--- src/reflet_inst_pkg.sv ---
// Address and data widths, bootloader window, memory request struct and bootloader image
package reflet_inst_pkg;

    // Word address and instruction widths
    localparam int ADDR_W = 14;
    localparam int DATA_W = 16;

    // First word of the bootloader window at the top of the address space
    localparam logic [ADDR_W-1:0] BL_START_ADDR = 14'h3E80;

    // Number of defined bootloader words
    // The rest of the window reads zero
    localparam int BOOT_LEN = 16;

    // Number of jump vector writes done after reset
    localparam int INIT_LEN = 8;

    // One request on the instruction memory bus
    typedef struct packed {
        logic [ADDR_W-1:0] addr;
        logic [DATA_W-1:0] data;
        logic              write_en;
    } mem_req_t;

    // Bootloader program with word 0 at BL_START_ADDR
    localparam logic [DATA_W-1:0] BOOT_IMAGE [BOOT_LEN] = '{
        16'hD020,
        16'h0010,
        16'h3E01,
        16'h7C02,
        16'hA103,
        16'h2004,
        16'h5E11,
        16'h0C05,
        16'hD021,
        16'h0006,
        16'h4F12,
        16'h1E07,
        16'h9008,
        16'hD020,
        16'h7D00,
        16'h001E
    };

endpackage

--- src/boot_rom.sv ---
// Bootloader ROM over the top address window with registered, zero-when-idle read
`timescale 1ns/1ns

module boot_rom #(
    parameter int resetable = 1
) (
    input  logic                                clk,
    input  logic                                reset,
    input  logic                                en,
    input  logic [reflet_inst_pkg::ADDR_W-1:0]  addr,
    output logic [reflet_inst_pkg::DATA_W-1:0]  rdata
);

    import reflet_inst_pkg::*;

    localparam int IDX_W = $clog2(BOOT_LEN);

    logic [ADDR_W-1:0] offset;
    logic              in_image;
    logic [DATA_W-1:0] rom_word;

    // Offset inside the bootloader window
    assign offset = addr - BL_START_ADDR;

    // Only the first BOOT_LEN words hold code
    assign in_image = offset < ADDR_W'(BOOT_LEN);

    always_comb
    begin
        if (in_image)
        begin
            rom_word = BOOT_IMAGE[offset[IDX_W-1:0]];
        end
        else
        begin
            rom_word = '0;
        end
    end

    // Registered read giving zero on idle cycles so the top can OR outputs
    always_ff @(posedge clk)
    begin
        if (!reset && resetable != 0)
        begin
            rdata <= '0;
        end
        else if (en)
        begin
            rdata <= rom_word;
        end
        else
        begin
            rdata <= '0;
        end
    end

endmodule

--- config.mk ---
export PLATFORM = sky130hd
export DESIGN_NAME = boot_rom
export DESIGN_NICKNAME = d
export VERILOG_FILES = /design/src/reflet_inst_pkg.sv /design/src/boot_rom.sv
export SDC_FILE = /design/constraint.sdc
export NUM_CORES = 1
export LEC_CHECK = 0
export ABC_AREA = 1
export BUFFER_PORTS_ARGS = -buffer_cell sky130_fd_sc_hd__buf_2
export CORE_MARGIN = 2
export CORE_UTILIZATION = 35
export CTS_BUF_LIST = sky130_fd_sc_hd__clkbuf_8
export DETAILED_ROUTE_END_ITERATION = 12
export GPL_TIMING_DRIVEN = 0
export HOLD_SLACK_MARGIN = 0.06
export PLACE_DENSITY = 0.6
export RECOVER_POWER = 50
export REMOVE_ABC_BUFFERS = 1
export SKIP_LAST_GASP = 1
export SLEW_MARGIN = 20
export SYNTH_ARGS = -nofsm -noshare
export SYNTH_HDL_FRONTEND = slang
export SYNTH_SLANG_ARGS = --single-unit
--- constraint.sdc ---
create_clock -name clk -period 2.33 [get_ports clk]
set_clock_uncertainty 0.05 [all_clocks]
set_input_delay 0.466 -clock clk [delete_from_list [all_inputs] [get_ports clk]]
set_output_delay 0.466 -clock clk [all_outputs]
set_load 0.02 [all_outputs]
== After elaboration in Yosys (flattened, before gate mapping) ==
Memory sizes are Yosys's and may differ from the RTL's. A register that Yosys moved wholly into a read port is not among the register bits.
Cells that the tools add are included.
Word-level totals
  bits in registers: 0
  latch bits: 0
  RAM bits: 0
  ROM bits: 256
  input bits: 17
  output and inout bits: 16
  logic and storage cells: 6
  memories: 1
Cells by class
  $add $sub $neg: 1
  multipliers: 0
  div/mod/pow operators: 0
  order comparisons: 1
  eq/ne operators: 0
  shift operators: 0
  multiplexer cells: 0
  bitwise logic cells: 1
  reductions and logical operators: 2
Memory list
  (name not given): words 16, width 16, rd ports 1, clocked after Yosys merged registers in 1, wr ports 0, RTL line boot_rom.sv:32  | rom_word = BOOT_IMAGE[offset[IDX_W-1:0]];
Operators with widths (number)
  $lt 14x5->1 const B: 1
  $sub 14x14->14 const B: 1
  $not 4->5: 1
  $reduce_and 3->1: 1
  $logic_not 1->1: 1

== Longest topological paths before layout ==
  depth in word-level cells: 4
  gate-level depth with buffers: 9
  depth with buffers taken out: 9

== Least setup slack after synthesis ==
OpenSTA, ideal clock, no wires.
  path kind: input-to-reg
  start: input addr[7] in the netlist's numbering
  end: register rdata[0] in the netlist's numbering
  library setup time: 0.064 ns
  data arrival time: 1.297 ns
  data required time: 2.216 ns
  setup slack: 0.920 ns
  cell stages on the path: 9
  path buffers: 1
  cell sequence: inv_1 -> ha_1 -> nand2_1 -> inv_1 -> nand2_1 -> nor2_1 -> nand3_2 -> buf_6 -> nor2_1
On the way
  cells in the longest elaborated chain, start to end: 4
RTL lines
  start, declared: RTL line boot_rom.sv:10  | input logic [reflet_inst_pkg::ADDR_W-1:0] addr,
  $sub 14x14->14: RTL line boot_rom.sv:23  | assign offset = addr - BL_START_ADDR;
  $lt 14x5->1: RTL line boot_rom.sv:26  | assign in_image = offset < ADDR_W'(BOOT_LEN);
  $reduce_and 3->1 (no line)
  $logic_not 1->1 (no line)
  end, declared: RTL line boot_rom.sv:11  | output logic [reflet_inst_pkg::DATA_W-1:0] rdata
No other way between the ends.

== Final worst setup path ==
Same ends and word-level chain as after synthesis.

==> tab_implementation.tex <==
\begin{tabular}{lr}
\hline
Metric & Value \\
\hline
\multicolumn{2}{l}{\textbf{Outcome}} \\
Outcome & finished, final reports clean \\
\multicolumn{2}{l}{\textbf{Worst hold path}} \\
Hold WC Path Type & input pin to register \\
\multicolumn{2}{l}{\textbf{Clock network}} \\
Number of setup buffers added after CTS & 0 \\
Number of buffers added by the clock tree synthesis step & 3 \\
\# resized after CTS & 0 \\
\# hold bufs at CTS & 0 \\
Clock root cell & sky130\_fd\_sc\_hd\_\_clkbuf\_8 \\
H-Tree Level Count & 1 \\
Max Buffers Root-to-Sink & 2 \\
Clock edge transition at the registers on the reported setup and hold paths & 0.05 ns \\
TritonCTS clock tree & built \\
Clock Sink Count & 13 \\
\multicolumn{2}{l}{\textbf{Pwr}} \\
Leakage power figure & 0.5208 nW \\
Worst vdd ir & 0.2133 mV \\
Power density normalized to cell area & 496.9 nW/um2 \\
\multicolumn{2}{l}{\textbf{Synth}} \\
Post-Syn Instances & 118 \\
Commonest cells in the netlist & sky130\_fd\_sc\_hd\_\_nand2\_1, sky130\_fd\_sc\_hd\_\_inv\_1, sky130\_fd\_sc\_hd\_\_nor2\_1, sky130\_fd\_sc\_hd\_\_dfxtp\_1, sky130\_fd\_sc\_hd\_\_ha\_1 \\
Sequential area share after synthesis & 0.3176 \\
EDFF count, synth & 0 \\
Area share of the largest cell type after synthesis & 0.3176 \\
Ys async rst share & 0 \\
Synthesized area per cell & 6.945 um2 \\
\#FFs+latches synth & 13 \\
Most frequent cell after synthesis & sky130\_fd\_sc\_hd\_\_nand2\_1 \\
Most area-consuming cells after synthesis & sky130\_fd\_sc\_hd\_\_dfxtp\_1, sky130\_fd\_sc\_hd\_\_ha\_1, sky130\_fd\_sc\_hd\_\_nand2\_1, sky130\_fd\_sc\_hd\_\_inv\_1, sky130\_fd\_sc\_hd\_\_nor2\_1 \\
Distinct cells, synth & 19 \\
Primary FF master, synth & sky130\_fd\_sc\_hd\_\_dfxtp\_1 \\
Number of warning messages in the yosys log & 0 \\
Post-synthesis instance area & 819.5 um2 \\
Dominant cell type by area after synthesis & sky130\_fd\_sc\_hd\_\_dfxtp\_1 \\
\multicolumn{2}{l}{\textbf{Place}} \\
RePlAce Congestion & 0.8129 \\
Placed cell area & 967.2 um2 \\
IO buf count & 30 \\
Half-perimeter wire length after detailed placement & 1248 um \\
\multicolumn{2}{l}{\textbf{Global routing}} \\
Met3 track demand over resource & 0.02000 \\
Gr usage total & 0.1286 \\
Wire length of the first global-routing pass & 2622 um \\
Number of antenna violations at the first check in global routing & 0 \\
Global routing usage on met1 & 0.1603 \\
Pin count of the biggest net entering global routing & 14 \\
Remaining Overflow, GRT & 0 \\
Met2 usage in global routing & 0.1958 \\
Routing layer with the top usage in global route & met2 \\
Number of global-route vias before repair & 659 \\
\multicolumn{2}{l}{\textbf{Worst setup path}} \\
Worst setup SP type & input pin \\
Crit end category & register \\
Critical path arrival & 1.56 ns \\
Crit path max fanout & 13 \\
Critical Path RT & 2.44 ns \\
Critical Setup Path Class & input pin to register \\
\multicolumn{2}{l}{\textbf{Layout}} \\
Diode insertion count for antenna repair & 0 \\
Largest regs & rdata (13) \\
Fraction of layout instances using a drive strength above 1 & 0.2297 \\
Fillers & 252 \\
Area Growth Syn to Fin & 21.53\% \\
Top register by number of flip-flops & rdata \\
Flip-flop count of the largest register, all copies and words added & 13 \\
Design area & 996.0 um2 \\
Number of nets in the layout & 175 \\
\multicolumn{2}{l}{\textbf{Routing}} \\
DR iter-0 viols & 25 \\
Routed wire length & 1494 um \\
Initial DRT Pass Iterations & 4 \\
Routed len/inst & 8.489 um \\
Remaining DRCs & 0 \\
Vias post-DR & 750 \\
Antenna violation net count after detailed routing & 0 \\
Number of vias per cell after detailed routing & 4.261 \\
\multicolumn{2}{l}{\textbf{STA}} \\
Final TNS setup & 0 ns \\
RSZ-0062 raised after global routing & no \\
Fmax achieved & 0.6905 GHz \\
Share of the clock period used by the worst path & 0.6215 \\
Max-slew violation total from the final report & 0 \\
Count of endpoints failing hold in the final timing report & 0 \\
Time the worst path needs with I/O delays and setup & 1.448 ns \\
Count of endpoints failing setup in the final report & 0 \\
\multicolumn{2}{l}{\textbf{Floorplan}} \\
Starting Density & 0.3705 \\
Total Die Area & 2745 um2 \\
Area of the core & 2212 um2 \\
Die height & 52.39 um \\
Die W & 52.39 um \\
Number of top-level pins & 33 \\
Total number of placement rows & 17 \\
\multicolumn{2}{l}{\textbf{Flow run}} \\
Maximum Capacitance Violations & 0 \\
\hline
\end{tabular}
==> metal layers <==
layer / up-vias / part of all wire
li1: 413 / -
met1: 306 / 0.46
met2: 29 / 0.47
met3: 2 / 0.060
met4: 0 / 0.010
met5: - / 0
==> placed cells by master, fill, tap and decap left out <==
cell type / synthesis / layout
sky130_fd_sc_hd__nor2_1: 16 / 16
sky130_fd_sc_hd__inv_1: 18 / 19
sky130_fd_sc_hd__nand3_1: 7 / 7
sky130_fd_sc_hd__o21ai_0: 1 / 1
sky130_fd_sc_hd__o21ai_2: 1 / 1
sky130_fd_sc_hd__inv_2: 3 / 3
sky130_fd_sc_hd__conb_1: 1 / 2
sky130_fd_sc_hd__dfxtp_1: 13 / 13
sky130_fd_sc_hd__o22ai_1: 2 / 2
sky130_fd_sc_hd__a21oi_1: 2 / 2
sky130_fd_sc_hd__buf_2: 0 / 17
sky130_fd_sc_hd__nand3_2: 1 / 1
sky130_fd_sc_hd__o21a_1: 1 / 1
sky130_fd_sc_hd__nand2_1: 22 / 22
sky130_fd_sc_hd__clkbuf_1: 0 / 13
sky130_fd_sc_hd__o21ai_1: 7 / 7
sky130_fd_sc_hd__clkbuf_8: 0 / 3
sky130_fd_sc_hd__ha_1: 9 / 9
sky130_fd_sc_hd__nand2_2: 3 / 3
sky130_fd_sc_hd__nor2_2: 6 / 6
==> cell families after synthesis <==
kind of cell	count (synthesis)	share of synthesized area
flip-flops	13	0.3176
buffers and inverters	26	0.1466
AND/OR/NAND/NOR	55	0.2977
AO/OA/AOI/OAI	14	0.09618
adder cells (fa/ha/maj)	9	0.1374
other	1	0.004576
==> stage by stage <==
stage	total power [mW]	util	cells	hold WS, ns	setup WS, ns
2_1_floorplan	0.2844	-	114	0.5815	0.8818
3_3_place_gp	0.3129	0.4372	172	0.7948	0.6724
3_5_place_dp	0.3146	0.4372	172	0.8027	0.6044
4_1_cts	0.5021	0.4576	176	0.5491	0.8523
5_1_grt	0.5305	0.4502	176	0.5664	0.7238
6_report	0.4949	0.4502	176	0.5503	0.8818
==> where the power goes <==
part	leakage, nW	internal (mW)	total, mW	switching (mW)
Combinational	0.389	0.0334	0.0875	0.0540
Sequential	0.105	0.223	0.223	0.0000435
Clock	0.0269	0.115	0.184	0.0690
==> final timing paths <==
path	from	endpoint	slack (ns)	depth (start not counted)
max	addr[7]	rdata[0]	0.88	9
min	addr[1]	rdata[15]	0.55	4
==> critical path, cell delays in order <==
cell and delay (ns):
sky130_fd_sc_hd__buf_2 0.09, sky130_fd_sc_hd__inv_1 0.03, sky130_fd_sc_hd__ha_1 0.26, sky130_fd_sc_hd__nand2_1 0.05
sky130_fd_sc_hd__inv_1 0.04, sky130_fd_sc_hd__nand2_1 0.05, sky130_fd_sc_hd__nor2_1 0.11, sky130_fd_sc_hd__nand3_2 0.26
sky130_fd_sc_hd__nor2_1 0.19
==> final cells by class <==
type | instances | area, um2 | share of cell area
well taps | 28 | 35.03 | 0.03518
flip-flops and latches | 13 | 260.3 | 0.2613
repair buffers | 30 | 133.9 | 0.1344
inverters | 21 | 78.83 | 0.07915
multi-input cells | 80 | 442.9 | 0.4447
clock inverters | 1 | 3.754 | 0.003769
clock buffers | 3 | 41.29 | 0.04146
Note: power is estimated with default switching activity, not from simulation.
