===== config.mk =====
export PLATFORM = sky130hd
export DESIGN_NAME = inst_init_seq
export DESIGN_NICKNAME = d
export VERILOG_FILES = /design/src/reflet_inst_pkg.sv /design/src/inst_init_seq.sv
export SDC_FILE = /design/constraint.sdc
export NUM_CORES = 1
export LEC_CHECK = 0
export BUFFER_PORTS_ARGS = -buffer_cell sky130_fd_sc_hd__buf_2
export CORE_MARGIN = 8
export CORE_UTILIZATION = 30
export CTS_CLUSTER_SIZE = 14
export DETAILED_ROUTE_END_ITERATION = 12
export GPL_TIMING_DRIVEN = 1
export PLACE_DENSITY_LB_ADDON = 0.15
export SLEW_MARGIN = 20
export SYNTH_ARGS = -nofsm -noshare
export SYNTH_HDL_FRONTEND = slang
export SYNTH_SLANG_ARGS = --single-unit

===== constraint.sdc =====
create_clock -name clk -period 1.7 [get_ports clk]
set_input_delay 0.34 -clock clk [delete_from_list [all_inputs] [get_ports clk]]
set_output_delay 0.34 -clock clk [all_outputs]
set_load 0.05 [all_outputs]

===== src/reflet_inst_pkg.sv =====
// Address and data widths, bootloader window, memory request struct and bootloader image
package reflet_inst_pkg;

    // Word address and instruction widths
    localparam int ADDR_W = 14;
    localparam int DATA_W = 16;

    // First word of the bootloader window at the top of the address space
    localparam logic [ADDR_W-1:0] BL_START_ADDR = 14'h3E80;

    // Number of defined bootloader words
    // The rest of the window reads zero
    localparam int BOOT_LEN = 16;

    // Number of jump vector writes done after reset
    localparam int INIT_LEN = 8;

    // One request on the instruction memory bus
    typedef struct packed {
        logic [ADDR_W-1:0] addr;
        logic [DATA_W-1:0] data;
        logic              write_en;
    } mem_req_t;

    // Bootloader program with word 0 at BL_START_ADDR
    localparam logic [DATA_W-1:0] BOOT_IMAGE [BOOT_LEN] = '{
        16'hD020,
        16'h0010,
        16'h3E01,
        16'h7C02,
        16'hA103,
        16'h2004,
        16'h5E11,
        16'h0C05,
        16'hD021,
        16'h0006,
        16'h4F12,
        16'h1E07,
        16'h9008,
        16'hD020,
        16'h7D00,
        16'h001E
    };

endpackage


===== src/inst_init_seq.sv =====
// Post-reset sequencer writing the jump vector and selecting init or bus requests
`timescale 1ns/1ns

module inst_init_seq (
    input  logic                      clk,
    input  logic                      reset,
    input  reflet_inst_pkg::mem_req_t bus_req,
    output reflet_inst_pkg::mem_req_t mem_req,
    output logic                      inst_ready
);

    import reflet_inst_pkg::*;

    localparam int CNT_W = $clog2(INIT_LEN);

    logic [CNT_W-1:0]  init_cnt;
    logic [DATA_W-1:0] init_data;
    mem_req_t          init_req;

    // Count through the init words, then hold and flag ready
    always_ff @(posedge clk)
    begin
        if (!reset)
        begin
            init_cnt   <= '0;
            inst_ready <= 1'b0;
        end
        else if (init_cnt == CNT_W'(INIT_LEN - 1))
        begin
            inst_ready <= 1'b1;
        end
        else
        begin
            init_cnt <= init_cnt + 1'b1;
        end
    end

    // Jump vector with the bootloader address in word 0
    always_comb
    begin
        case (init_cnt)
            CNT_W'(0):
                init_data = 16'h7D00;
            CNT_W'(1):
                init_data = 16'h0000;
            // set 0, load WR
            CNT_W'(2):
                init_data = 16'hD020;
            // jmp
            CNT_W'(3):
                init_data = 16'h001E;
            default:
                init_data = '0;
        endcase
    end

    always_comb
    begin
        init_req.addr     = ADDR_W'(init_cnt);
        init_req.data     = init_data;
        init_req.write_en = 1'b1;
    end

    // Bus only gets the memory once init is over
    assign mem_req = inst_ready ? bus_req : init_req;

endmodule


**Word level (Yosys, flattened, before mapping)**

Cells that the tools add are included.

- Register bits: 4
- Input bits: 33
- Output and inout port bits: 32

- $add $sub $neg: 1
- Equal/unequal tests: 3
- Mux-type cells: 2
- Reduce and logical (&&, ||, !) cells: 1

Operators with widths:

| kind | count |
|---|---|
| case mux 16 bit (3 select lines) | 1 |
| two-way mux 31 bit | 1 |
| == test 3 x 2 -> 1 bit, second input constant | 2 |
| adder 3 x 1 -> 3 bit, second input constant | 1 |
| == test 3 bit, second input constant | 1 |
| zero test 3 bit | 1 |

**Longest topological paths before layout**

Gate-level depths: netlist of the first run.

- Word-level depth: 3
- Gate-level depth with buffers: 4
- Mapped depth without buffers: 4

**Least setup slack after synthesis of the first run**

OpenSTA, ideal clock, no wires.

- Path kind: register -> output
- Start point: reg inst_ready
- End point: out mem_req[19] in the netlist's numbering
- Arrival time: 2002 ps
- Path slack: -642 ps
- Cell stages (with the launch flop): 4
- Cell sequence: dfxtp_1 > buf_2 > buf_2 > o21ai_0

RTL lines:

| element | RTL line | RTL |
|---|---|---|
| start, declared | inst_init_seq.sv:9 | `output logic inst_ready` |
| start signal, assigned | inst_init_seq.sv:26 | `inst_ready <= 1'b0;` |
| start signal, assigned | inst_init_seq.sv:30 | `inst_ready <= 1'b1;` |
| end, declared | inst_init_seq.sv:8 | `output reflet_inst_pkg::mem_req_t mem_req,` |

==> results.cfg, run 1 <==
[run_status]
status = complete, but fails checks
violations = negative setup slack

[yosys]
ys_ff_latch = 4
synth_top_cell_by_area = and2_1
synth_area_um2 = 495
synth_compound_area_frac = 0.237
synth-simple-area-share = 0.379
synth-seq-area-share = 0.162
synth_xor_area_frac = 0.0177
synth_flop_cell = dfxtp_1
synth-async-reset-ratio = 0
synth_edf_count = 0
synth_top_family_by_area = simple AND/OR/NAND/NOR gates
synth_top_cell_area_share = 0.202
synthMuxAreaShare = 0.0202
yosys.area_share.adder = 0.126
synth_cell_types = 23
syn_area_per_cell_um2 = 7.18
synthesis.nets = 107
yosysWarnings = 0
synthCells = 69
yosys-top-cells-area = and2_1 (20%), dfxtp_1 (16%), ha_1 (13%)

[drt]
via_per_inst = 4.54
drt-pass1-iter-count = 2
drtIter0Drc = 10
ant_nets = 0
wl_per_cell_um = 13.5
wirelength_um = 2200
dr_total_vias = 740
drc = 0

[sta]
rsz0062_at_grt = yes
min_period_ns = 1.94
fin_skew_ns = 0.00830
finalCritPeriodShare = 1.14
fin_ws_ns = -0.240
worst_pin_slew_ns = 0.449
finalHoldViolations = 0
slew_headroom = 0.700
setup_viol = 12
fmax_mhz = 515
final_max_slew_viol_count = 0
hold_ws_ns = 0.350

[worst_setup_path]
cp_slowest_cell = or3b_4
cp_common_cell = ha_4
timing.critical_path.fanout_max = 4
crit_path_cell_trace = ha_4 > ha_4 > or3b_4 > o21ai_4 > buf_6
cp.required_ns = 1.36
worst-r2r-cell-count = 5
critical_path_class = flip-flop to primary output
cp-end-kind = primary output
arrival_ns = 1.60
cp_slowest_stage_delay_ns = 0.44
timing.rr.start = init_cnt[2]
r2r_slack_ns = 0.27
reg2reg_to = init_cnt[2]
cp-start-kind = flip-flop

[final_layout]
regArea_um2 = 90.1
post-route-util = 0.787
final_nets = 186
num-fill-cells = 112
multi_input_area_um2 = 541
drive_gt1_frac = 0.714
syn_to_final_growth_pct = 142
layout_common_cells = buf_2 (52), and2_1 (16), buf_6 (14)
mostFrequentLayoutCell = buf_2
diodes = 0
stdcell_area_um2 = 1200

[clock_network]
cts_tree = done
root_buffer = clkbuf_4
cts.sinks = 4
clk_pin_slew_ns = 0.04
clock_path_buffers = 2
cts_hold_buffers = 0
cts-htree-levels = 1
clk_latency_ns = 0.23
cts_buffers = 3

[die]
coreArea_um2 = 1520
num_rows = 14
die_y_um = 56.6
die_w_um = 56.6
die_area_um2 = 3210
io_pins = 65
initial_utilization = 0.325

[grt]
grt_first_pass_wirelength_um = 3470
grt_pass1_vias = 732
grt_use_total = 0.128
grt_start_max_net_pins = 16
antenna_found_initial = 0
overflow = 0

[placement]
dp_hpwl_um = 1810
preCtsSetupSlack_ns = -0.139
port_buffers = 64
place.gp.congestion = 0.718
place_area_um2 = 1010

[pwr]
ir_drop_uv = 492
power.total_mw = 0.711
p_per_area_nw_per_um2 = 594
p_leak_nw = 0.638

[job]
maxCapViolCount = 0

[worst_hold_path]
min_path_cells = 2
hp-class = input pin to flip-flop
holdPathEnd = inst_ready
min-delay-start = reset
[state kept, by name, summed over array words and instances (netlist names)]
register / flops
init_cnt: 3
inst_ready: 1
[critical path: cells and delay by family, from the launching register on]
kind	cells	cell delay, ns
simple gates	1	0.44
compound gates	1	0.15
flops	1	0.35
buf+inv	1	0.17
fa+ha+maj	2	0.25
[layout make-up]
| cell class | instances | area share |
|---|---|---|
| inverter | 3 | 0.0115 |
| clock buffer | 4 | 0.0219 |
| sequential | 4 | 0.0752 |
| multi-input combinational | 58 | 0.451 |
| tap | 16 | 0.0167 |
| timing repair buffer | 78 | 0.424 |
[per-stage QoR]
step	setup TNS [ns]	cells
detailed placement	-0.677	157
finish	-2.02	163
CTS	-2.07	163
global placement	-0.504	157
floorplan	-0.102	69
global route	-2.62	163
[cells by family (layout without fill, tap and decap cells)]
group,after synthesis,in the layout
xor gates and xnor gates,1,1
AOI/OAI and AO/OA,18,18
and+or+nand+nor,33,33
adders and majority gates,5,5
muxes,1,1
DFF,4,4
buffers and inverters,7,85
[metal layers]
metal  GRT usage  wire length, um
met4      0.0412               14
met2       0.251             1260
met3      0.0472              170
met1       0.116              750
met5           0                0
[where the power goes]
part           switching (mW)  internal [mW]  leakage, nW
combinational           0.276          0.199        0.588
sequential            0.00629          0.102       0.0350
clock                  0.0400         0.0881       0.0150
total                   0.322          0.389        0.638
[worst max path at each step]
stage	startpoint	to	slack [ns]
finish	init_cnt[1]	mem_req[2]	-0.24
global route	init_cnt[1]	mem_req[2]	-0.29
CTS	init_cnt[0]	mem_req[2]	-0.25
detailed placement	init_cnt[0]	mem_req[5]	-0.14
global placement	init_cnt[0]	mem_req[4]	-0.11
floorplan	init_cnt[0]	mem_req[2]	-0.03
[synth_stat cells (2+ instances only)]
cell type	count
a21o_1	4
a22o_1	2
nand2_1	10
o21ai_0	3
ha_1	5
clkbuf_1	2
dfxtp_1	4
and2_1	16
o21ai_1	4
nor2_1	2
inv_1	3
o31ai_1	2
buf_2	2
[timing repair]
item                       CTS  global route
pin swaps                    5             0
gates resized for setup     39             1
buffers inserted             2             0
setup endpoints to repair   12            12
Note: power is estimated with default switching activity, not from simulation.
==> run 2, diff against run 1 <==
Settings changed: TNS_END_PERCENT set to 50.
==> run 2 against run 1 <==
The run still ends with negative setup slack left. Setup slack worse by 0.0099 ns. Clock skew down 0.0013 ns. Sequential share of layout area up 0.077 points. Sequential cell count unchanged. Register-to-register slack about the same. Power down 3.1%. Critical path depth unchanged. First-iteration DRC count up 30%. Sequential power about the same. Global-route usage down 0.95 points. Critical path type unchanged. Core utilization down 3.0 points. Largest power group unchanged. Final area down 3.8%.
==> results.cfg, run 2 (same netlist as run 1, synthesis figures left out) <==
[pwr]
p_leak_nw = 0.618
ir_drop_uv = 435
p_per_area_nw_per_um2 = 598
power.total_mw = 0.689

[job]
maxCapViolCount = 0

[worst_setup_path]
cp-start-kind = flip-flop
cp_slowest_stage_delay_ns = 0.44
cp_slowest_cell = or3b_4
cp-end-kind = primary output
cp_common_cell = ha_4
cp.depth = 5
crit_path_cell_trace = ha_4 > ha_4 > or3b_4 > o21ai_4 > buf_6
arrival_ns = 1.61
worst-r2r-cell-count = 5
timing.critical_path.fanout_max = 4
critical_path_class = flip-flop to primary output
crit_buf_inv = 1
cp_top_family = simple AND/OR/NAND/NOR gates
cp.required_ns = 1.36

[drt]
wirelength_um = 1970
via_per_inst = 4.40
top_layer_used = met4
drc = 0
drt-met1-wl_um = 613
drtIter0Drc = 13
wl_per_cell_um = 12.3
met2_wirelength_um = 1140
ant_nets = 0
dr_total_vias = 704
routed-wl-met3_um = 203
drt-pass1-iter-count = 4

[die]
die_area_um2 = 3210
num_rows = 14
initial_utilization = 0.325
die_w_um = 56.6
coreArea_um2 = 1520
die_y_um = 56.6
io_pins = 65

[placement]
dp.cells = 156
port_buffers = 64
place.gp.congestion = 0.720
preCtsSetupSlack_ns = -0.153
dp_hpwl_um = 1690

[sta]
worst_pin_slew_ns = 0.461
finalCritPeriodShare = 1.15
rsz0062_at_grt = yes
finalHoldViolations = 0
fmax_mhz = 513
setup_viol = 12
final_max_slew_viol_count = 0
slew_headroom = 0.692
min_period_ns = 1.95
fin_skew_ns = 0.00701
fin_ws_ns = -0.250

[grt]
grt_start_max_net_pins = 22
grt_use_total = 0.119
overflow = 0
antenna_found_initial = 0
grt_first_pass_wirelength_um = 3240
grt_pass1_vias = 717

[clock_network]
clock_path_buffers = 2
clk_pin_slew_ns = 0.04
cts_tree = done
cts_hold_buffers = 0
cts.sinks = 4
cts-htree-levels = 1
clk_latency_ns = 0.24
cts_buffers = 3
postCtsSetupBuffers = 0
root_buffer = clkbuf_4

[final_layout]
layout_common_cells = buf_2 (52), and2_1 (16), buf_6 (12)
largest_register_ffs = 3
diodes = 0
largest_register = init_cnt
num-fill-cells = 111
finalNonFillerCells = 160
drive_gt1_frac = 0.694
top_regs = init_cnt: 3 flops, inst_ready: 1 flops
final_nets = 183
syn_to_final_growth_pct = 133
mostFrequentLayoutCell = buf_2

[worst_hold_path]
hp-class = input pin to flip-flop
min_path_cells = 2

[run_status]
violations = negative setup slack
status = complete, but fails checks
[run 2: changes by cell type in the layout (fill, tap and decap cells not counted), sizes merged]
| cell | delta |
|---|---|
| buf | -3 |
[run 2: final timing paths]
path / startpoint / to / slack [ns]
max: init_cnt[1] / mem_req[2] / -0.25
min: reset / init_cnt[0] / 0.34
max reg2reg: init_cnt[2] / init_cnt[2] / 0.28
min reg2reg: init_cnt[0] / init_cnt[0] / 0.68
[run 2: cell type report]
type | count | area [um2] | area share
Clock buffer | 4 | 26.3 | 0.0228
Sequential cell | 4 | 87.6 | 0.0759
Inverter | 3 | 11.3 | 0.00976
Timing Repair Buffer | 75 | 478 | 0.414
Multi-Input combinational cell | 58 | 531 | 0.460
Tap cell | 16 | 20.0 | 0.0174
[run 2: what timing repair did]
action | in CTS | in global routing
pin swaps | 3 | 0
cloned | 0 | 0
resized for setup | 33 | 0
hold endpoints to repair | 0 | 0
setup endpoints to repair | 12 | 12
[run 2: report_power, final]
part	switching [mW]	internal (mW)	leakage (nW)
combinational	0.268	0.185	0.568
clock	0.0391	0.0881	0.0150
sequential	0.00669	0.103	0.0346
[run 2: worst register-to-register path, cell delays in order (launching register included)]
cell and delay [ns]:
dfxtp_2 0.31, buf_4 0.12, buf_4 0.16, ha_1 0.28, or2_2 0.32, a21boi_0 0.15
[run 2: per-stage QoR]
stage	instance area, um2	TNS [ns]	util	hold WS [ns]
2_1_floorplan	599	-0.102	-	0.458
6_report	1150	-1.77	0.757	0.342
5_1_grt	1150	-2.80	0.757	0.354
4_1_cts	1150	-1.91	0.757	0.337
3_3_place_gp	1000	-0.523	0.659	0.576
3_5_place_dp	1000	-0.689	0.659	0.589
[run 2: routing by layer]
| metal | GRT usage | vias up |
|---|---|---|
| met5 | 0 | - |
| met2 | 0.232 | 25 |
| li1 | - | 385 |
| met4 | 0.0515 | 0 |
| met3 | 0.0517 | 2 |
| met1 | 0.0978 | 292 |
==> run 3, diff against run 2 <==
Settings changed: ABC_CLOCK_PERIOD_IN_PS set to 2400, CORE_UTILIZATION 30 to 33, CTS_CLUSTER_DIAMETER set to 120.
Clock period 1.7 ns to 2.4 ns, I/O delays scaled along.
==> run 3 against run 2 <==
The flow now finishes without violations. Count of clock-buffer cells in the layout is 1 lower. Wire length is 8.8% lower. Combinational power down 51%. Die area is 6.6% lower. Final area decreased by 26%. Critical path depth unchanged. Register-to-register slack improved by 0.73 ns. First-iteration DRC count fell by 69%. Via count shrank 7.4%. Sequential cell count did not move. Power is 45% lower. Final cell count fell by 6.3%. Critical endpoint is now mem_req[4]. Highest routed layer is now met3.
==> results.cfg, run 3 (same netlist as run 1, synthesis figures left out) <==
[clock_network]
cts.sinks = 4
postCtsSetupBuffers = 0
clk_latency_ns = 0.23
clk_pin_slew_ns = 0.04
cts_resized = 0
cts_buffers = 3
cts_tree = done
cts-htree-levels = 1
root_buffer = clkbuf_4
cts_hold_buffers = 0
clock_path_buffers = 2

[pwr]
p_clk_frac = 0.213
switchingPower_mw = 0.187
comb_power_share = 0.579
p_per_area_nw_per_um2 = 446
p_leak_nw = 0.526
power.total_mw = 0.382
ir_drop_uv = 332
seq_power_share = 0.208
switching_share = 0.491
cellInternalPower_mw = 0.194

[worst_setup_path]
arrival_ns = 1.76
timing.critical_path.fanout_max = 6
critical_path_class = flip-flop to primary output
reg2reg_to = init_cnt[2]
crit_path_cell_trace = ha_1 > ha_1 > or3b_4 > o21ai_1 > buf_2
worst-r2r-cell-count = 4
cp_top_family = flip-flops
r2r_slack_ns = 1.01
cp.depth = 5
timing.rr.start = init_cnt[2]
cp.required_ns = 1.92
cp-end-kind = primary output
crit_buf_inv = 1
cp_slowest_cell = dfxtp_1
cp_slowest_stage_delay_ns = 0.41
cp_common_cell = ha_1
cp-start-kind = flip-flop

[die]
die_w_um = 54.8
die_area_um2 = 3000
initial_utilization = 0.341
coreArea_um2 = 1450
num_rows = 14
io_pins = 65
die_y_um = 54.8

[placement]
port_buffers = 64
preCtsSetupSlack_ns = 0.393
place.gp.congestion = 0.696
dp_hpwl_um = 1530

[sta]
slew_headroom = 0.639
finalHoldViolations = 0
min_period_ns = 2.24
worst_pin_slew_ns = 0.541
setup_viol = 0
final_max_slew_viol_count = 0
fmax_mhz = 446
fin_skew_ns = 0.000224
finalCritPeriodShare = 0.933
rsz0062_at_grt = no
fin_ws_ns = 0.160

[worst_hold_path]
hp-class = input pin to flip-flop
min-delay-start = reset
holdPathEnd = inst_ready
min_path_cells = 2

[final_layout]
largest_register_ffs = 3
top_regs = init_cnt: 3 flops, inst_ready: 1 flops
final_nets = 174
mostFrequentLayoutCell = buf_2
layout_common_cells = buf_2 (64), and2_1 (16), nand2_1 (10)
largest_register = init_cnt
syn_to_final_growth_pct = 72.7
drive_gt1_frac = 0.537
diodes = 0

[drt]
wirelength_um = 1800
drtIter0Drc = 4
drc = 0
via_per_inst = 4.35
dr_total_vias = 652
drt-pass1-iter-count = 2
ant_nets = 0
wl_per_cell_um = 12.0

[grt]
grt_use_total = 0.108
grt_start_max_net_pins = 20
overflow = 0
antenna_found_initial = 0
grt_pass1_vias = 625
grt_first_pass_wirelength_um = 2500

[job]
maxCapViolCount = 0

[run_status]
status = completed
[run 3: worst max path at each step]
| stage | from | endpoint | slack, ns |
|---|---|---|---|
| after floorplan | inst_ready | mem_req[13] | -0.03 |
| after global placement | init_cnt[1] | mem_req[5] | 0.44 |
| after detailed placement | init_cnt[1] | mem_req[4] | 0.39 |
| after CTS | init_cnt[1] | mem_req[4] | 0.14 |
| after global routing | init_cnt[1] | mem_req[3] | 0.03 |
| final | init_cnt[1] | mem_req[4] | 0.16 |
[run 3: metrics by stage]
step | instance area (um2) | hold slack, ns | setup TNS [ns] | cells | util
floorplan | 495 | 0.530 | -0.0647 | 69 | -
global placement | 833 | 0.580 | 0 | 147 | 0.573
detailed placement | 833 | 0.578 | 0 | 147 | 0.573
CTS | 856 | 0.479 | 0 | 150 | 0.589
global route | 856 | 0.494 | 0 | 150 | 0.589
finish | 856 | 0.485 | 0 | 150 | 0.589
[run 3: area by class of cell]
cell class              instances  area (um2)
clock buffers                   3        22.5
fillers                       164         598
inverters                       3        11.3
multi-input cells              58         387
flip-flops and latches          4        80.1
well taps                      16        20.0
repair buffers                 66         335
[run 3: per-layer routing]
layer / routed length (um) / global-route usage / part of all wire / up-vias
met1: 580 / 0.104 / 0.32 / 269
met4: 0 / 0.0533 / 0 / 0
met5: 0 / 0 / 0 / -
li1: - / - / - / 359
met2: 1000 / 0.206 / 0.56 / 24
met3: 215 / 0.0245 / 0.12 / 0
[run 3: worst register-to-register path: stages (launching register included)]
cell and delay, ns:
dfxtp_1 0.49, inv_1 0.11, ha_1 0.30, or2_2 0.27
a21boi_0 0.15
[run 3: power groups by stage]
stage                     logic (mW)  registers [mW]  clock network (mW)
after detailed placement       0.222          0.0806                   0
after floorplan                0.161          0.0787                   0
after global placement         0.220          0.0800                   0
after CTS                      0.223          0.0795              0.0875
final                          0.221          0.0794              0.0813
after global routing           0.234          0.0810              0.0911
